==> config.mk <==
export PLATFORM = sky130hd
export DESIGN_NAME = mips_core
export DESIGN_NICKNAME = d
export VERILOG_FILES = /design/src/common/mips_pkg.sv /design/src/design/hazard_unit.sv /design/src/design/inst_decoder.sv /design/src/design/mips_core.sv /design/src/pipeline/decode_stage.sv /design/src/pipeline/execute_stage.sv /design/src/pipeline/fetch_stage.sv /design/src/pipeline/mem_wb_stage.sv
export VERILOG_INCLUDE_DIRS = /design/src /design/src/common
export SDC_FILE = /design/constraint.sdc
export NUM_CORES = 2
export LEC_CHECK = 0
export ABC_AREA = 1
export BUFFER_PORTS_ARGS = -buffer_cell sky130_fd_sc_hd__buf_2
export CORE_AREA = 8 8 554 664
export DETAILED_ROUTE_END_ITERATION = 10
export DIE_AREA = 0 0 562 672
export PLACE_DENSITY = 0.45
export SYNTH_ARGS = -nofsm -noshare
export SYNTH_HDL_FRONTEND = slang
export SYNTH_HIERARCHICAL = 1
export SYNTH_SLANG_ARGS = --single-unit
export TNS_END_PERCENT = 5
==> constraint.sdc <==
create_clock -name clk -period 6.51 [get_ports clk]
set_input_delay 0.3255 -clock clk [delete_from_list [all_inputs] [get_ports clk]]
set_output_delay 0.3255 -clock clk [all_outputs]
set_load 0.05 [all_outputs]
==> src/common/mips_config.svh <==
`ifndef MIPS_CONFIG_SVH
`define MIPS_CONFIG_SVH

// Data and address width
`define MIPS_XLEN 32

// Register file
`define MIPS_REG_AW 5
`define MIPS_NREG 32

// First fetch address after reset
`define MIPS_RESET_PC 32'h0000_3000

// Hazard scores, 3 means the operand is never read
`define MIPS_TIME_W 2

`endif

==> src/common/mips_pkg.sv <==
package mips_pkg;

    typedef enum logic [5:0] {
        op_special = 6'h00,
        op_j       = 6'h02,
        op_beq     = 6'h04,
        op_ori     = 6'h0d,
        op_lui     = 6'h0f,
        op_lw      = 6'h23,
        op_sw      = 6'h2b
    } opcode_e;

    typedef enum logic [5:0] {
        fn_addu = 6'h21,
        fn_subu = 6'h23
    } funct_e;

    typedef enum logic [1:0] {
        alu_add,
        alu_sub,
        alu_or,
        alu_lui
    } alu_op_e;

    typedef enum logic {
        wb_alu,
        wb_mem
    } wb_sel_e;

    typedef enum logic [1:0] {
        imm_zero,
        imm_sign,
        imm_upper
    } imm_kind_e;

    // Operand source picked by the hazard unit
    typedef enum logic [1:0] {
        fwd_none,
        fwd_mem,
        fwd_wb
    } fwd_sel_e;

endpackage

==> src/design/hazard_unit.sv <==
`timescale 1ns/1ps
`include "mips_config.svh"

module hazard_unit import mips_pkg::*; (
    input  logic [`MIPS_REG_AW-1:0] d_rs,
    input  logic [`MIPS_REG_AW-1:0] d_rt,
    input  logic [`MIPS_TIME_W-1:0] d_t_use_rs,
    input  logic [`MIPS_TIME_W-1:0] d_t_use_rt,
    input  logic [`MIPS_REG_AW-1:0] e_rs,
    input  logic [`MIPS_REG_AW-1:0] e_rt,
    input  logic [`MIPS_REG_AW-1:0] m_rt,
    input  logic [`MIPS_REG_AW-1:0] e_dest,
    input  logic [`MIPS_REG_AW-1:0] m_dest,
    input  logic [`MIPS_REG_AW-1:0] w_dest,
    input  logic [`MIPS_TIME_W-1:0] e_t_new,
    input  logic [`MIPS_TIME_W-1:0] m_t_new,
    output logic                    stall,
    output fwd_sel_e                fwd_d_rs,
    output fwd_sel_e                fwd_d_rt,
    output fwd_sel_e                fwd_e_rs,
    output fwd_sel_e                fwd_e_rt,
    output fwd_sel_e                fwd_m_rt
);

    logic stall_rs;
    logic stall_rt;

    // Nearest ready result wins, register 0 is never forwarded
    function automatic fwd_sel_e pick(
        input logic [`MIPS_REG_AW-1:0] src,
        input logic [`MIPS_REG_AW-1:0] mem_dest,
        input logic [`MIPS_TIME_W-1:0] mem_t_new,
        input logic [`MIPS_REG_AW-1:0] wb_dest
    );
        if (src == '0)
            pick = fwd_none;
        else if (src == mem_dest && mem_t_new == '0)
            pick = fwd_mem;
        else if (src == wb_dest)
            pick = fwd_wb;
        else
            pick = fwd_none;
    endfunction

    // Scores are already aged per stage, so both stages compare against t_use
    assign stall_rs = (d_rs != '0) &&
                      ((d_rs == e_dest && e_t_new > d_t_use_rs) ||
                       (d_rs == m_dest && m_t_new > d_t_use_rs));
    assign stall_rt = (d_rt != '0) &&
                      ((d_rt == e_dest && e_t_new > d_t_use_rt) ||
                       (d_rt == m_dest && m_t_new > d_t_use_rt));
    assign stall = stall_rs || stall_rt;

    assign fwd_d_rs = pick(d_rs, m_dest, m_t_new, w_dest);
    assign fwd_d_rt = pick(d_rt, m_dest, m_t_new, w_dest);
    assign fwd_e_rs = pick(e_rs, m_dest, m_t_new, w_dest);
    assign fwd_e_rt = pick(e_rt, m_dest, m_t_new, w_dest);

    // Store data in memory can only come from writeback
    assign fwd_m_rt = (m_rt != '0 && m_rt == w_dest) ? fwd_wb : fwd_none;

endmodule

==> src/design/inst_decoder.sv <==
`timescale 1ns/1ps
`include "mips_config.svh"

module inst_decoder import mips_pkg::*; (
    input  logic [`MIPS_XLEN-1:0]   instr,
    output logic [`MIPS_REG_AW-1:0] rs,
    output logic [`MIPS_REG_AW-1:0] rt,
    output logic [`MIPS_REG_AW-1:0] dest,
    output logic [15:0]             imm16,
    output logic [25:0]             target26,
    output alu_op_e                 alu_op,
    output imm_kind_e               imm_kind,
    output logic                    use_imm,
    output logic                    reg_write,
    output logic                    mem_write,
    output logic                    is_beq,
    output logic                    is_jump,
    output wb_sel_e                 wb_sel,
    output logic [`MIPS_TIME_W-1:0] t_use_rs,
    output logic [`MIPS_TIME_W-1:0] t_use_rt,
    output logic [`MIPS_TIME_W-1:0] t_new
);

    opcode_e opcode;
    funct_e  funct;

    assign opcode   = opcode_e'(instr[31:26]);
    assign funct    = funct_e'(instr[5:0]);
    assign rs       = instr[25:21];
    assign rt       = instr[20:16];
    assign imm16    = instr[15:0];
    assign target26 = instr[25:0];

    // R-type writes rd, immediate forms write rt
    assign dest = !reg_write ? '0 : (opcode == op_special) ? instr[15:11] : rt;

    always_comb begin
        alu_op    = alu_add;
        imm_kind  = imm_sign;
        use_imm   = 1'b0;
        reg_write = 1'b0;
        mem_write = 1'b0;
        is_beq    = 1'b0;
        is_jump   = 1'b0;
        wb_sel    = wb_alu;
        t_use_rs  = '1;
        t_use_rt  = '1;
        t_new     = '0;
        case (opcode)
            op_special: begin
                if (funct == fn_addu || funct == fn_subu) begin
                    reg_write = 1'b1;
                    alu_op    = (funct == fn_subu) ? alu_sub : alu_add;
                    t_use_rs  = 2'd1;
                    t_use_rt  = 2'd1;
                    t_new     = 2'd1;
                end
            end
            op_ori: begin
                reg_write = 1'b1;
                use_imm   = 1'b1;
                alu_op    = alu_or;
                imm_kind  = imm_zero;
                t_use_rs  = 2'd1;
                t_new     = 2'd1;
            end
            op_lui: begin
                reg_write = 1'b1;
                use_imm   = 1'b1;
                alu_op    = alu_lui;
                imm_kind  = imm_upper;
                t_new     = 2'd1;
            end
            op_lw: begin
                reg_write = 1'b1;
                use_imm   = 1'b1;
                wb_sel    = wb_mem;
                t_use_rs  = 2'd1;
                t_new     = 2'd2;
            end
            op_sw: begin
                mem_write = 1'b1;
                use_imm   = 1'b1;
                t_use_rs  = 2'd1;
                // Store data is only needed in memory
                t_use_rt  = 2'd2;
            end
            op_beq: begin
                is_beq   = 1'b1;
                t_use_rs = 2'd0;
                t_use_rt = 2'd0;
            end
            op_j: is_jump = 1'b1;
            default: ;
        endcase
    end

endmodule

==> src/design/mips_core.sv <==
`timescale 1ns/1ps
`include "mips_config.svh"

module mips_core import mips_pkg::*; (
    input  logic                    clk,
    input  logic                    reset,
    input  logic [`MIPS_XLEN-1:0]   i_inst_rdata,
    output logic [`MIPS_XLEN-1:0]   i_inst_addr,
    input  logic [`MIPS_XLEN-1:0]   m_data_rdata,
    output logic [`MIPS_XLEN-1:0]   m_data_addr,
    output logic [`MIPS_XLEN-1:0]   m_data_wdata,
    output logic [`MIPS_XLEN-1:0]   m_inst_addr,
    output logic [3:0]              m_data_byteen,
    output logic                    w_grf_we,
    output logic [`MIPS_REG_AW-1:0] w_grf_addr,
    output logic [`MIPS_XLEN-1:0]   w_grf_wdata,
    output logic [`MIPS_XLEN-1:0]   w_inst_addr
);

    logic                    stall, redirect;
    logic [`MIPS_XLEN-1:0]   redirect_pc, d_instr, d_pc;
    logic [`MIPS_XLEN-1:0]   e_instr, e_pc, e_rs_val, e_rt_val, e_imm;
    logic [`MIPS_XLEN-1:0]   m_instr, m_pc, m_alu, m_rt_val, m_result;
    logic [`MIPS_REG_AW-1:0] d_rs, d_rt, e_rs, e_rt, m_rt, e_dest, m_dest, w_dest;
    logic [`MIPS_TIME_W-1:0] d_t_use_rs, d_t_use_rt, e_t_new, m_t_new;
    fwd_sel_e                fwd_d_rs, fwd_d_rt, fwd_e_rs, fwd_e_rt, fwd_m_rt;

    fetch_stage u_fetch (
        .clk(clk), .reset(reset), .stall(stall), .redirect(redirect),
        .redirect_pc(redirect_pc), .inst_rdata(i_inst_rdata), .inst_addr(i_inst_addr),
        .d_instr(d_instr), .d_pc(d_pc)
    );

    decode_stage u_decode (
        .clk(clk), .reset(reset), .stall(stall), .d_instr(d_instr), .d_pc(d_pc),
        .fwd_d_rs(fwd_d_rs), .fwd_d_rt(fwd_d_rt), .m_result(m_result),
        .w_result(w_grf_wdata), .w_we(w_grf_we), .w_addr(w_grf_addr),
        .redirect(redirect), .redirect_pc(redirect_pc), .d_rs(d_rs), .d_rt(d_rt),
        .d_t_use_rs(d_t_use_rs), .d_t_use_rt(d_t_use_rt), .e_instr(e_instr),
        .e_pc(e_pc), .e_rs_val(e_rs_val), .e_rt_val(e_rt_val), .e_imm(e_imm)
    );

    execute_stage u_execute (
        .clk(clk), .reset(reset), .e_instr(e_instr), .e_pc(e_pc),
        .e_rs_val(e_rs_val), .e_rt_val(e_rt_val), .e_imm(e_imm),
        .fwd_e_rs(fwd_e_rs), .fwd_e_rt(fwd_e_rt), .m_result(m_result),
        .w_result(w_grf_wdata), .e_rs(e_rs), .e_rt(e_rt), .e_dest(e_dest),
        .e_t_new(e_t_new), .m_instr(m_instr), .m_pc(m_pc), .m_alu(m_alu),
        .m_rt_val(m_rt_val)
    );

    mem_wb_stage u_mem_wb (
        .clk(clk), .reset(reset), .m_instr(m_instr), .m_pc(m_pc), .m_alu(m_alu),
        .m_rt_val(m_rt_val), .fwd_m_rt(fwd_m_rt), .data_rdata(m_data_rdata),
        .data_addr(m_data_addr), .data_wdata(m_data_wdata), .data_pc(m_inst_addr),
        .data_byteen(m_data_byteen), .m_rt(m_rt), .m_dest(m_dest),
        .m_t_new(m_t_new), .m_result(m_result), .w_dest(w_dest),
        .w_we(w_grf_we), .w_addr(w_grf_addr), .w_data(w_grf_wdata), .w_pc(w_inst_addr)
    );

    hazard_unit u_hazard (
        .d_rs(d_rs), .d_rt(d_rt), .d_t_use_rs(d_t_use_rs), .d_t_use_rt(d_t_use_rt),
        .e_rs(e_rs), .e_rt(e_rt), .m_rt(m_rt), .e_dest(e_dest), .m_dest(m_dest),
        .w_dest(w_dest), .e_t_new(e_t_new), .m_t_new(m_t_new), .stall(stall),
        .fwd_d_rs(fwd_d_rs), .fwd_d_rt(fwd_d_rt), .fwd_e_rs(fwd_e_rs),
        .fwd_e_rt(fwd_e_rt), .fwd_m_rt(fwd_m_rt)
    );

endmodule

==> src/pipeline/decode_stage.sv <==
`timescale 1ns/1ps
`include "mips_config.svh"

module decode_stage import mips_pkg::*; (
    input  logic                    clk,
    input  logic                    reset,
    input  logic                    stall,
    input  logic [`MIPS_XLEN-1:0]   d_instr,
    input  logic [`MIPS_XLEN-1:0]   d_pc,
    input  fwd_sel_e                fwd_d_rs,
    input  fwd_sel_e                fwd_d_rt,
    input  logic [`MIPS_XLEN-1:0]   m_result,
    input  logic [`MIPS_XLEN-1:0]   w_result,
    input  logic                    w_we,
    input  logic [`MIPS_REG_AW-1:0] w_addr,
    output logic                    redirect,
    output logic [`MIPS_XLEN-1:0]   redirect_pc,
    output logic [`MIPS_REG_AW-1:0] d_rs,
    output logic [`MIPS_REG_AW-1:0] d_rt,
    output logic [`MIPS_TIME_W-1:0] d_t_use_rs,
    output logic [`MIPS_TIME_W-1:0] d_t_use_rt,
    output logic [`MIPS_XLEN-1:0]   e_instr,
    output logic [`MIPS_XLEN-1:0]   e_pc,
    output logic [`MIPS_XLEN-1:0]   e_rs_val,
    output logic [`MIPS_XLEN-1:0]   e_rt_val,
    output logic [`MIPS_XLEN-1:0]   e_imm
);

    logic [15:0]           imm16;
    logic [25:0]           target26;
    imm_kind_e             imm_kind;
    logic                  is_beq;
    logic                  is_jump;
    logic [`MIPS_XLEN-1:0] regs [1:`MIPS_NREG-1];
    logic [`MIPS_XLEN-1:0] rf_rs, rf_rt, rs_val, rt_val, imm_ext, pc_plus4;

    inst_decoder dec (
        .instr(d_instr), .rs(d_rs), .rt(d_rt), .dest(), .imm16(imm16),
        .target26(target26), .alu_op(), .imm_kind(imm_kind), .use_imm(),
        .reg_write(), .mem_write(), .is_beq(is_beq), .is_jump(is_jump), .wb_sel(),
        .t_use_rs(d_t_use_rs), .t_use_rt(d_t_use_rt), .t_new()
    );

    // Architectural registers start at zero
    always_ff @(posedge clk) begin
        if (reset) begin
            for (int i = 1; i < `MIPS_NREG; i++)
                regs[i] <= '0;
        end else if (w_we && w_addr != '0) begin
            regs[w_addr] <= w_result;
        end
    end

    assign rf_rs = (d_rs == '0) ? '0 : regs[d_rs];
    assign rf_rt = (d_rt == '0) ? '0 : regs[d_rt];

    assign rs_val = (fwd_d_rs == fwd_mem) ? m_result : (fwd_d_rs == fwd_wb) ? w_result : rf_rs;
    assign rt_val = (fwd_d_rt == fwd_mem) ? m_result : (fwd_d_rt == fwd_wb) ? w_result : rf_rt;

    always_comb begin
        case (imm_kind)
            imm_zero:  imm_ext = {16'b0, imm16};
            imm_upper: imm_ext = {imm16, 16'b0};
            default:   imm_ext = {{16{imm16[15]}}, imm16};
        endcase
    end

    assign pc_plus4    = d_pc + 32'd4;
    assign redirect    = is_jump || (is_beq && rs_val == rt_val);
    assign redirect_pc = is_jump ? {pc_plus4[31:28], target26, 2'b00}
                                 : pc_plus4 + {imm_ext[29:0], 2'b00};

    always_ff @(posedge clk) begin
        if (reset || stall)
            e_instr <= '0;
        else
            e_instr <= d_instr;
    end

    always_ff @(posedge clk) begin
        e_pc     <= d_pc;
        e_rs_val <= rs_val;
        e_rt_val <= rt_val;
        e_imm    <= imm_ext;
    end

endmodule

==> src/pipeline/execute_stage.sv <==
`timescale 1ns/1ps
`include "mips_config.svh"

module execute_stage import mips_pkg::*; (
    input  logic                    clk,
    input  logic                    reset,
    input  logic [`MIPS_XLEN-1:0]   e_instr,
    input  logic [`MIPS_XLEN-1:0]   e_pc,
    input  logic [`MIPS_XLEN-1:0]   e_rs_val,
    input  logic [`MIPS_XLEN-1:0]   e_rt_val,
    input  logic [`MIPS_XLEN-1:0]   e_imm,
    input  fwd_sel_e                fwd_e_rs,
    input  fwd_sel_e                fwd_e_rt,
    input  logic [`MIPS_XLEN-1:0]   m_result,
    input  logic [`MIPS_XLEN-1:0]   w_result,
    output logic [`MIPS_REG_AW-1:0] e_rs,
    output logic [`MIPS_REG_AW-1:0] e_rt,
    output logic [`MIPS_REG_AW-1:0] e_dest,
    output logic [`MIPS_TIME_W-1:0] e_t_new,
    output logic [`MIPS_XLEN-1:0]   m_instr,
    output logic [`MIPS_XLEN-1:0]   m_pc,
    output logic [`MIPS_XLEN-1:0]   m_alu,
    output logic [`MIPS_XLEN-1:0]   m_rt_val
);

    alu_op_e               alu_op;
    logic                  use_imm;
    logic [`MIPS_XLEN-1:0] a, b_reg, b, result;

    inst_decoder dec (
        .instr(e_instr), .rs(e_rs), .rt(e_rt), .dest(e_dest), .imm16(),
        .target26(), .alu_op(alu_op), .imm_kind(), .use_imm(use_imm),
        .reg_write(), .mem_write(), .is_beq(), .is_jump(), .wb_sel(),
        .t_use_rs(), .t_use_rt(), .t_new(e_t_new)
    );

    assign a     = (fwd_e_rs == fwd_mem) ? m_result : (fwd_e_rs == fwd_wb) ? w_result : e_rs_val;
    assign b_reg = (fwd_e_rt == fwd_mem) ? m_result : (fwd_e_rt == fwd_wb) ? w_result : e_rt_val;
    assign b     = use_imm ? e_imm : b_reg;

    always_comb begin
        case (alu_op)
            alu_sub: result = a - b;
            alu_or:  result = a | b;
            // Immediate arrives already shifted up
            alu_lui: result = b;
            default: result = a + b;
        endcase
    end

    always_ff @(posedge clk) begin
        if (reset)
            m_instr <= '0;
        else
            m_instr <= e_instr;
    end

    always_ff @(posedge clk) begin
        m_pc     <= e_pc;
        m_alu    <= result;
        m_rt_val <= b_reg;
    end

endmodule

==> src/pipeline/fetch_stage.sv <==
`timescale 1ns/1ps
`include "mips_config.svh"

module fetch_stage (
    input  logic                 clk,
    input  logic                 reset,
    input  logic                 stall,
    input  logic                 redirect,
    input  logic [`MIPS_XLEN-1:0] redirect_pc,
    input  logic [`MIPS_XLEN-1:0] inst_rdata,
    output logic [`MIPS_XLEN-1:0] inst_addr,
    output logic [`MIPS_XLEN-1:0] d_instr,
    output logic [`MIPS_XLEN-1:0] d_pc
);

    logic [`MIPS_XLEN-1:0] pc;

    assign inst_addr = pc;

    always_ff @(posedge clk) begin
        if (reset) begin
            pc      <= `MIPS_RESET_PC;
            d_instr <= '0;
        end else if (!stall) begin
            // Redirect lands after the delay slot already fetched
            pc      <= redirect ? redirect_pc : pc + 32'd4;
            d_instr <= inst_rdata;
        end
    end

    always_ff @(posedge clk) begin
        if (!stall)
            d_pc <= pc;
    end

endmodule

==> src/pipeline/mem_wb_stage.sv <==
`timescale 1ns/1ps
`include "mips_config.svh"

module mem_wb_stage import mips_pkg::*; (
    input  logic                    clk,
    input  logic                    reset,
    input  logic [`MIPS_XLEN-1:0]   m_instr,
    input  logic [`MIPS_XLEN-1:0]   m_pc,
    input  logic [`MIPS_XLEN-1:0]   m_alu,
    input  logic [`MIPS_XLEN-1:0]   m_rt_val,
    input  fwd_sel_e                fwd_m_rt,
    input  logic [`MIPS_XLEN-1:0]   data_rdata,
    output logic [`MIPS_XLEN-1:0]   data_addr,
    output logic [`MIPS_XLEN-1:0]   data_wdata,
    output logic [`MIPS_XLEN-1:0]   data_pc,
    output logic [3:0]              data_byteen,
    output logic [`MIPS_REG_AW-1:0] m_rt,
    output logic [`MIPS_REG_AW-1:0] m_dest,
    output logic [`MIPS_TIME_W-1:0] m_t_new,
    output logic [`MIPS_XLEN-1:0]   m_result,
    output logic [`MIPS_REG_AW-1:0] w_dest,
    output logic                    w_we,
    output logic [`MIPS_REG_AW-1:0] w_addr,
    output logic [`MIPS_XLEN-1:0]   w_data,
    output logic [`MIPS_XLEN-1:0]   w_pc
);

    logic                  mem_write;
    logic [`MIPS_TIME_W-1:0] e_score;
    logic [`MIPS_XLEN-1:0] w_instr, w_alu, w_mem;
    wb_sel_e               wb_sel;

    inst_decoder dec_m (
        .instr(m_instr), .rs(), .rt(m_rt), .dest(m_dest), .imm16(),
        .target26(), .alu_op(), .imm_kind(), .use_imm(),
        .reg_write(), .mem_write(mem_write), .is_beq(), .is_jump(), .wb_sel(),
        .t_use_rs(), .t_use_rt(), .t_new(e_score)
    );

    // Decoder gives the score at execute; one stage later it is one less
    assign m_t_new  = (e_score == '0) ? '0 : e_score - 1'b1;
    assign m_result = m_alu;

    assign data_addr   = m_alu;
    assign data_wdata  = (fwd_m_rt == fwd_wb) ? w_data : m_rt_val;
    assign data_pc     = m_pc;
    assign data_byteen = mem_write ? 4'b1111 : 4'b0000;

    always_ff @(posedge clk) begin
        if (reset)
            w_instr <= '0;
        else
            w_instr <= m_instr;
    end

    always_ff @(posedge clk) begin
        w_pc  <= m_pc;
        w_alu <= m_alu;
        w_mem <= data_rdata;
    end

    inst_decoder dec_w (
        .instr(w_instr), .rs(), .rt(), .dest(w_dest), .imm16(),
        .target26(), .alu_op(), .imm_kind(), .use_imm(),
        .reg_write(w_we), .mem_write(), .is_beq(), .is_jump(), .wb_sel(wb_sel),
        .t_use_rs(), .t_use_rt(), .t_new()
    );

    assign w_addr = w_dest;
    assign w_data = (wb_sel == wb_mem) ? w_mem : w_alu;

endmodule

== Yosys cells after proc, flatten, opt, wreduce, memory -nomap -nowiden ==
Memories as Yosys holds them, arrays and structs flattened. A register that Yosys moved wholly into a read port is not among the register bits.
Index checks and enable logic that the tools add are counted.
Storage, ports and cells
  register bits: 512
  memory bits (writable): 992
  output and inout port bits: 202
  logic and storage cells: 195
  memories: 1
Memory list
  u_decode.regs: words 31, width 32, read ports 2, clocked after memory_dff 2, wr ports 31, RTL line decode_stage.sv:34  | logic [`MIPS_XLEN-1:0] regs [1:`MIPS_NREG-1];
Cells by class
  $add $sub $neg: 6
  $lt $le $gt $ge: 4
  eq/ne operators: 50
  mux-type cells: 72
  bitwise operators: 1
  reduce and logical (&&, ||, !) cells: 45
Operators by type and width (count)
  32-bit two-way mux: 16
  32-bit one-hot mux with 3 select lines: 1
  6-bit equality test, second input constant: 15
  32-bit by 3-bit adder with 32-bit output, second input constant: 2
  32-bit adder: 2
  32-bit one-hot mux with 2 select lines: 1
  5-bit equality test: 11
  5-bit two-way mux: 11
  6-bit by 4-bit equality test with 1-bit output, second input constant: 8
  32-bit equality test: 1
  32-bit bitwise OR: 1
  32-bit OR reduction: 1
  32-bit subtractor: 1
  2-bit two-way mux: 15
  2-bit one-hot mux with 3 select lines: 5
  6-bit logical NOT: 4
  5-bit logical NOT: 4
  5-bit nonzero test: 4
  1-bit two-way mux: 18
  2-bit equality test, second input constant: 8
  1-bit logical AND: 13
  3-bit OR reduction: 4
  2-bit by 1-bit equality test with 1-bit output, second input constant: 5
  1-bit logical OR: 9
  10 further kinds: 18

== Logic depth before layout (Yosys ltp) ==
  depth after elaboration: 17
  gate-level depth with buffers: 44

== By module ==
Netlist, hierarchy kept.
Modules (own cells, without submodules)
  decode_stage: times used 1, cells each 8945, area each 67619.9 sq um, seq. area each 33952.6 sq um
  execute_stage: times used 1, cells each 1214, area each 8115.3 sq um, seq. area each 2562.5 sq um
  mem_wb_stage: times used 1, cells each 513, area each 4548.1 sq um, seq. area each 2562.5 sq um
  fetch_stage: times used 1, cells each 537, area each 4252.8 sq um, seq. area each 2242.2 sq um
  inst_decoder: times used 4, cells each 125, area each 782.0 sq um, seq. area each 0.0 sq um
  hazard_unit: times used 1, cells each 216, area each 1146.1 sq um, seq. area each 0.0 sq um

== Worst setup path after synthesis ==
Ideal clock, no wire load.
  path type: register to register
  start point: register u_mem_wb.w_instr[29]
  end point: register u_execute.m_alu[31]
  data arrival time: 5.208 ns
  required time: 6.394 ns
  setup slack: 1.186 ns
  stages on the path, launching flop included: 38
  buffers on the path: 4
  cell sequence: dfxtp_1 > nor2_4 > nand3_4 > nor2_4 > nor2_4 > nor2_2 > buf_4 > buf_2 > xor2_1 > nor3_1 > and3_1 > buf_4 > buf_6 > nand3_1 > nand3_1 > nand3_1 > nand2_2 > ha_1 > [2 not listed] > nand2_2 > o21ai_2 > nand3_2 > o21ai_1 > nand2_1 > ha_1 > nand2_1 > nor2_1 > inv_1 > nor2_1 > inv_1 > or2_2 > nand3_1 > inv_1 > nand3_1 > nand2_1 > nand2_1 > nand2_1
On the way
  cells in the longest elaborated chain, start to end: 14
RTL lines
  start: declaration: RTL line mem_wb_stage.sv:30  | logic [`MIPS_XLEN-1:0] w_instr, w_alu, w_mem;
  start signal: assignment: RTL line mem_wb_stage.sv:53  | w_instr <= m_instr;
  6-bit equality test / 6-bit by 4-bit equality test with 1-bit output (equally long branches)
  3-bit OR reduction (no line)
  1-bit one-hot mux with 2 select lines: RTL line inst_decoder.sv:49  | case (opcode)
  5-bit two-way mux *: RTL line inst_decoder.sv:35  | assign dest = !reg_write ? '0 : (opcode == op_special) ? instr[15:11] : rt;
  via w_grf_addr[4]: RTL line mips_core.sv:15  | output logic [`MIPS_REG_AW-1:0] w_grf_addr,
  5-bit equality test *: RTL line hazard_unit.sv:39  | else if (src == wb_dest)
  2-bit two-way mux *: RTL line hazard_unit.sv:39
  2-bit two-way mux *: RTL line hazard_unit.sv:37  | else if (src == mem_dest && mem_t_new == '0)
  2-bit two-way mux *: RTL line hazard_unit.sv:35  | if (src == '0)
  via fwd_e_rt[1]: RTL line mips_core.sv:26  | fwd_sel_e fwd_d_rs, fwd_d_rt, fwd_e_rs, fwd_e_rt, fwd_m_rt;
  2-bit equality test: RTL line execute_stage.sv:38  | assign b_reg = (fwd_e_rt == fwd_mem) ? m_result : (fwd_e_rt == fwd_wb) ? w_result : e_rt_val;
  32-bit two-way mux: RTL line execute_stage.sv:38
  32-bit two-way mux *: RTL line execute_stage.sv:38
  32-bit two-way mux *: RTL line execute_stage.sv:39  | assign b = use_imm ? e_imm : b_reg;
  32-bit adder, or another cell as far along: RTL line execute_stage.sv:47  | default: result = a + b;
  32-bit one-hot mux with 3 select lines *: RTL line execute_stage.sv:42  | case (alu_op)
  via u_execute.result[31]: RTL line execute_stage.sv:28  | logic [`MIPS_XLEN-1:0] a, b_reg, b, result;
  end signal: assignment: RTL line execute_stage.sv:60  | m_alu <= result;
  end: declaration: RTL line execute_stage.sv:22  | output logic [`MIPS_XLEN-1:0] m_alu,
Mark *: on every way through the listed nets, which the timed path passes. The rest lies on a longest branch.
A chain may end at the register's enable or synchronous reset.

== Worst setup path after layout ==
  start point: register u_execute.m_instr[29]
  end point: register u_execute.m_alu[31]
RTL lines
  start: declaration: RTL line execute_stage.sv:20  | output logic [`MIPS_XLEN-1:0] m_instr,
  start signal: assignment: RTL line execute_stage.sv:55  | m_instr <= e_instr;
  6-bit equality test / 6-bit by 4-bit equality test with 1-bit output (equally long branches)
  3-bit OR reduction (no line)
  1-bit one-hot mux with 2 select lines: RTL line inst_decoder.sv:49
  5-bit two-way mux *: RTL line inst_decoder.sv:35
  via m_dest[3]: RTL line mips_core.sv:24  | logic [`MIPS_REG_AW-1:0] d_rs, d_rt, e_rs, e_rt, m_rt, e_dest, m_dest, w_dest;
  5-bit equality test *: RTL line hazard_unit.sv:37
  1-bit logical AND *: RTL line hazard_unit.sv:37
  2-bit two-way mux *: RTL line hazard_unit.sv:37
  2-bit two-way mux *: RTL line hazard_unit.sv:35
  via fwd_e_rt[1]: RTL line mips_core.sv:26
  2-bit equality test: RTL line execute_stage.sv:38
  32-bit two-way mux: RTL line execute_stage.sv:38
  32-bit two-way mux *: RTL line execute_stage.sv:38
  32-bit two-way mux *: RTL line execute_stage.sv:39
  32-bit adder, or another cell as far along: RTL line execute_stage.sv:47
  32-bit one-hot mux with 3 select lines *: RTL line execute_stage.sv:42
  via u_execute.result[31]: RTL line execute_stage.sv:28
Marked as above.

==> flow_summary.ini <==
[detailed_routing]
routed_wl_mm = 377
drtAntennaViolNets = 0
drtIter0Drc = 7305
vias = 78200
wl_per_cell_um = 23.0
dr.pass1.iters = 9
remaining_drc_errors = 0
viasPerCell = 4.77

[worst_hold_path]
hold_class = in -> reg

[power_and_ir_drop]
p_seq_share_pct = 37.1
p_switching_w = 0.0126
p_per_area_nw_per_um2 = 322
swShare_pct = 39.7
internal-power_w = 0.0191
peakVddDrop_uv = 352
clock_power_share_pct = 31.3
p_comb_share_pct = 31.6
leakage_nw = 43.6

[die]
core_area_um2 = 358000
start_util_pct = 24.2
die_area_um2 = 378000
die_x_um = 562
die_y_um = 672
fp-row-count = 241
io_pins = 268

[timing]
worst_slack_ps = 546
drv_slew = 0
tightest_slew_ps = 1160
hold_viol_final = 0
skew_ps = 79.7
fin_crit_ps = 5960
fmax_mhz = 168
tns_ps = 0
timing.final.crit_share_pct = 91.6
grt_setup_unrepaired = no
max_slew_margin_pct = 22.4
finalSetupViolations = 0

[final_layout]
final_common_cell = nand2_1
seq_area_um2 = 40800
drive_gt1_share_pct = 10.0
multi_input_area_um2 = 36200
mostFrequentLayoutCells = 3267 x nand2_1, 1534 x nor2_1, 1284 x inv_1
nets = 11700
fillers = 39100
area_growth_pct = 13.5

[clock_network]
ctsRootBufferMaster = clkbuf_16
cts_inserted_buffers = 175
cts_tree = yes
cts_buffer_depth = 4
clock_latency_ps = 870
cts.sinks = 1509
cts_setup_buffers = 0
cts_resized = 0
path_clk_slew_ps = 70
htreeDepth = 4

[critical_path]
crit_path_end_kind = flip-flop
path_class = reg -> reg
critical-path-max-stage-delay_ps = 440
worstPathRequired_ps = 7260
start_kind = flip-flop
worstPathMaxFanout = 9
cp_common_cell = nand2_1
arrival_ps = 6710
slowest_stage = and3_1

[global_route]
grt_max_degree = 102
grt_antenna_before_repair = 17
grt_first_pass_wirelength_mm = 537
grt-ovfl-total = 0
grt_pass1_vias = 75000
grt_usage_pct = 19.1

[placement]
place_hpwl_mm = 245
io_buffers = 267
dp_slack_ps = 578
gp_congestion = 0.938

[logic_synthesis]
netlist_area_um2 = 86500
yosys_warnings = 6
syn_inst = 11600
syn_area_per_cell_um2 = 7.46

[run]
drv_cap = 0

[outcome]
status = completed
[area by class of cell]
type,instances,area share [%]
multi-input cells,7874,36.9
well taps,4738,6.04
clock buffers,222,4.82
inverters,1312,5.06
repair buffers,636,4.87
diodes,6,0.0153
flip-flops and latches,1509,41.6
clock inverters,89,0.780
[state kept, by name (all words and copies together) (netlist names)]
signal and cells:
u_decode/e_imm 32, u_execute/m_rt_val 32, u_execute/m_instr 21, u_decode/e_rs_val 32
u_decode/e_pc 32, u_fetch/d_pc 32, u_execute/m_pc 32, u_decode/e_rt_val 32
u_mem_wb/w_mem 32, u_fetch/inst_addr 32, u_mem_wb/w_pc 32, u_decode/regs 1024
u_fetch/d_instr 32, u_decode/e_instr 27, u_mem_wb/w_instr 21, u_execute/m_alu 32
u_mem_wb/w_alu 32
[critical path: cells and delay by family, from the launching register on]
kind                     cells  cell delay [ps]
buffers and inverters        5              650
AND/OR/NAND/NOR             24             3480
adder cells (fa/ha/maj)      1              430
AO/OA/AOI/OAI                4              780
XOR/XNOR                     1              160
flip-flops                   1              360
[metrics by stage]
step	hold WS [ps]	cell area, µm²	power [W]	instances	util [%]
after floorplan	310	86700	0.0182	11600	-
after global placement	311	92100	0.0218	16000	25.7
after detailed placement	312	92100	0.0218	16000	25.7
after CTS	24.9	98200	0.0318	16400	27.5
after global routing	64.4	98200	0.0330	16400	27.5
final	87.4	98200	0.0317	16400	27.5
[power groups by stage]
stage / clock network, W / registers, W / logic, W
after detailed placement: 0 / 0.0119 / 0.00983
after global routing: 0.0104 / 0.0118 / 0.0108
final: 0.00992 / 0.0117 / 0.00999
after floorplan: 0 / 0.0116 / 0.00660
after global placement: 0 / 0.0120 / 0.00987
after CTS: 0.0101 / 0.0117 / 0.00991
[metal layers]
layer	up-vias	GRT usage, %	part of all wire [%]
li1	36800	-	-
met1	37600	24.4	42
met2	3073	32.1	47
met3	715	3.07	6.8
met4	6	7.68	4.5
met5	-	0	0.0090
[what timing repair did]
action / CTS / global route
hold endpoints to repair: 64 / 0
endpoints found under the setup margin: 0 / 0
hold buffers: 64 / 0
[worst paths after layout]
check | slack (ps) | to | startpoint | cells past startpoint
min | 90 | u_execute/m_instr[31]$_SDFF_PP0_ | reset | 3
max reg2reg | 550 | u_execute/m_alu[31]$_DFF_P_ | u_execute/m_instr[29]$_SDFF_PP0_ | 35
min reg2reg | 320 | u_execute/m_pc[18]$_DFF_P_ | u_decode/e_pc[18]$_DFF_P_ | 0
max | 550 | u_execute/m_alu[31]$_DFF_P_ | u_execute/m_instr[29]$_SDFF_PP0_ | 35
Note: power is estimated with default switching activity, not from simulation.
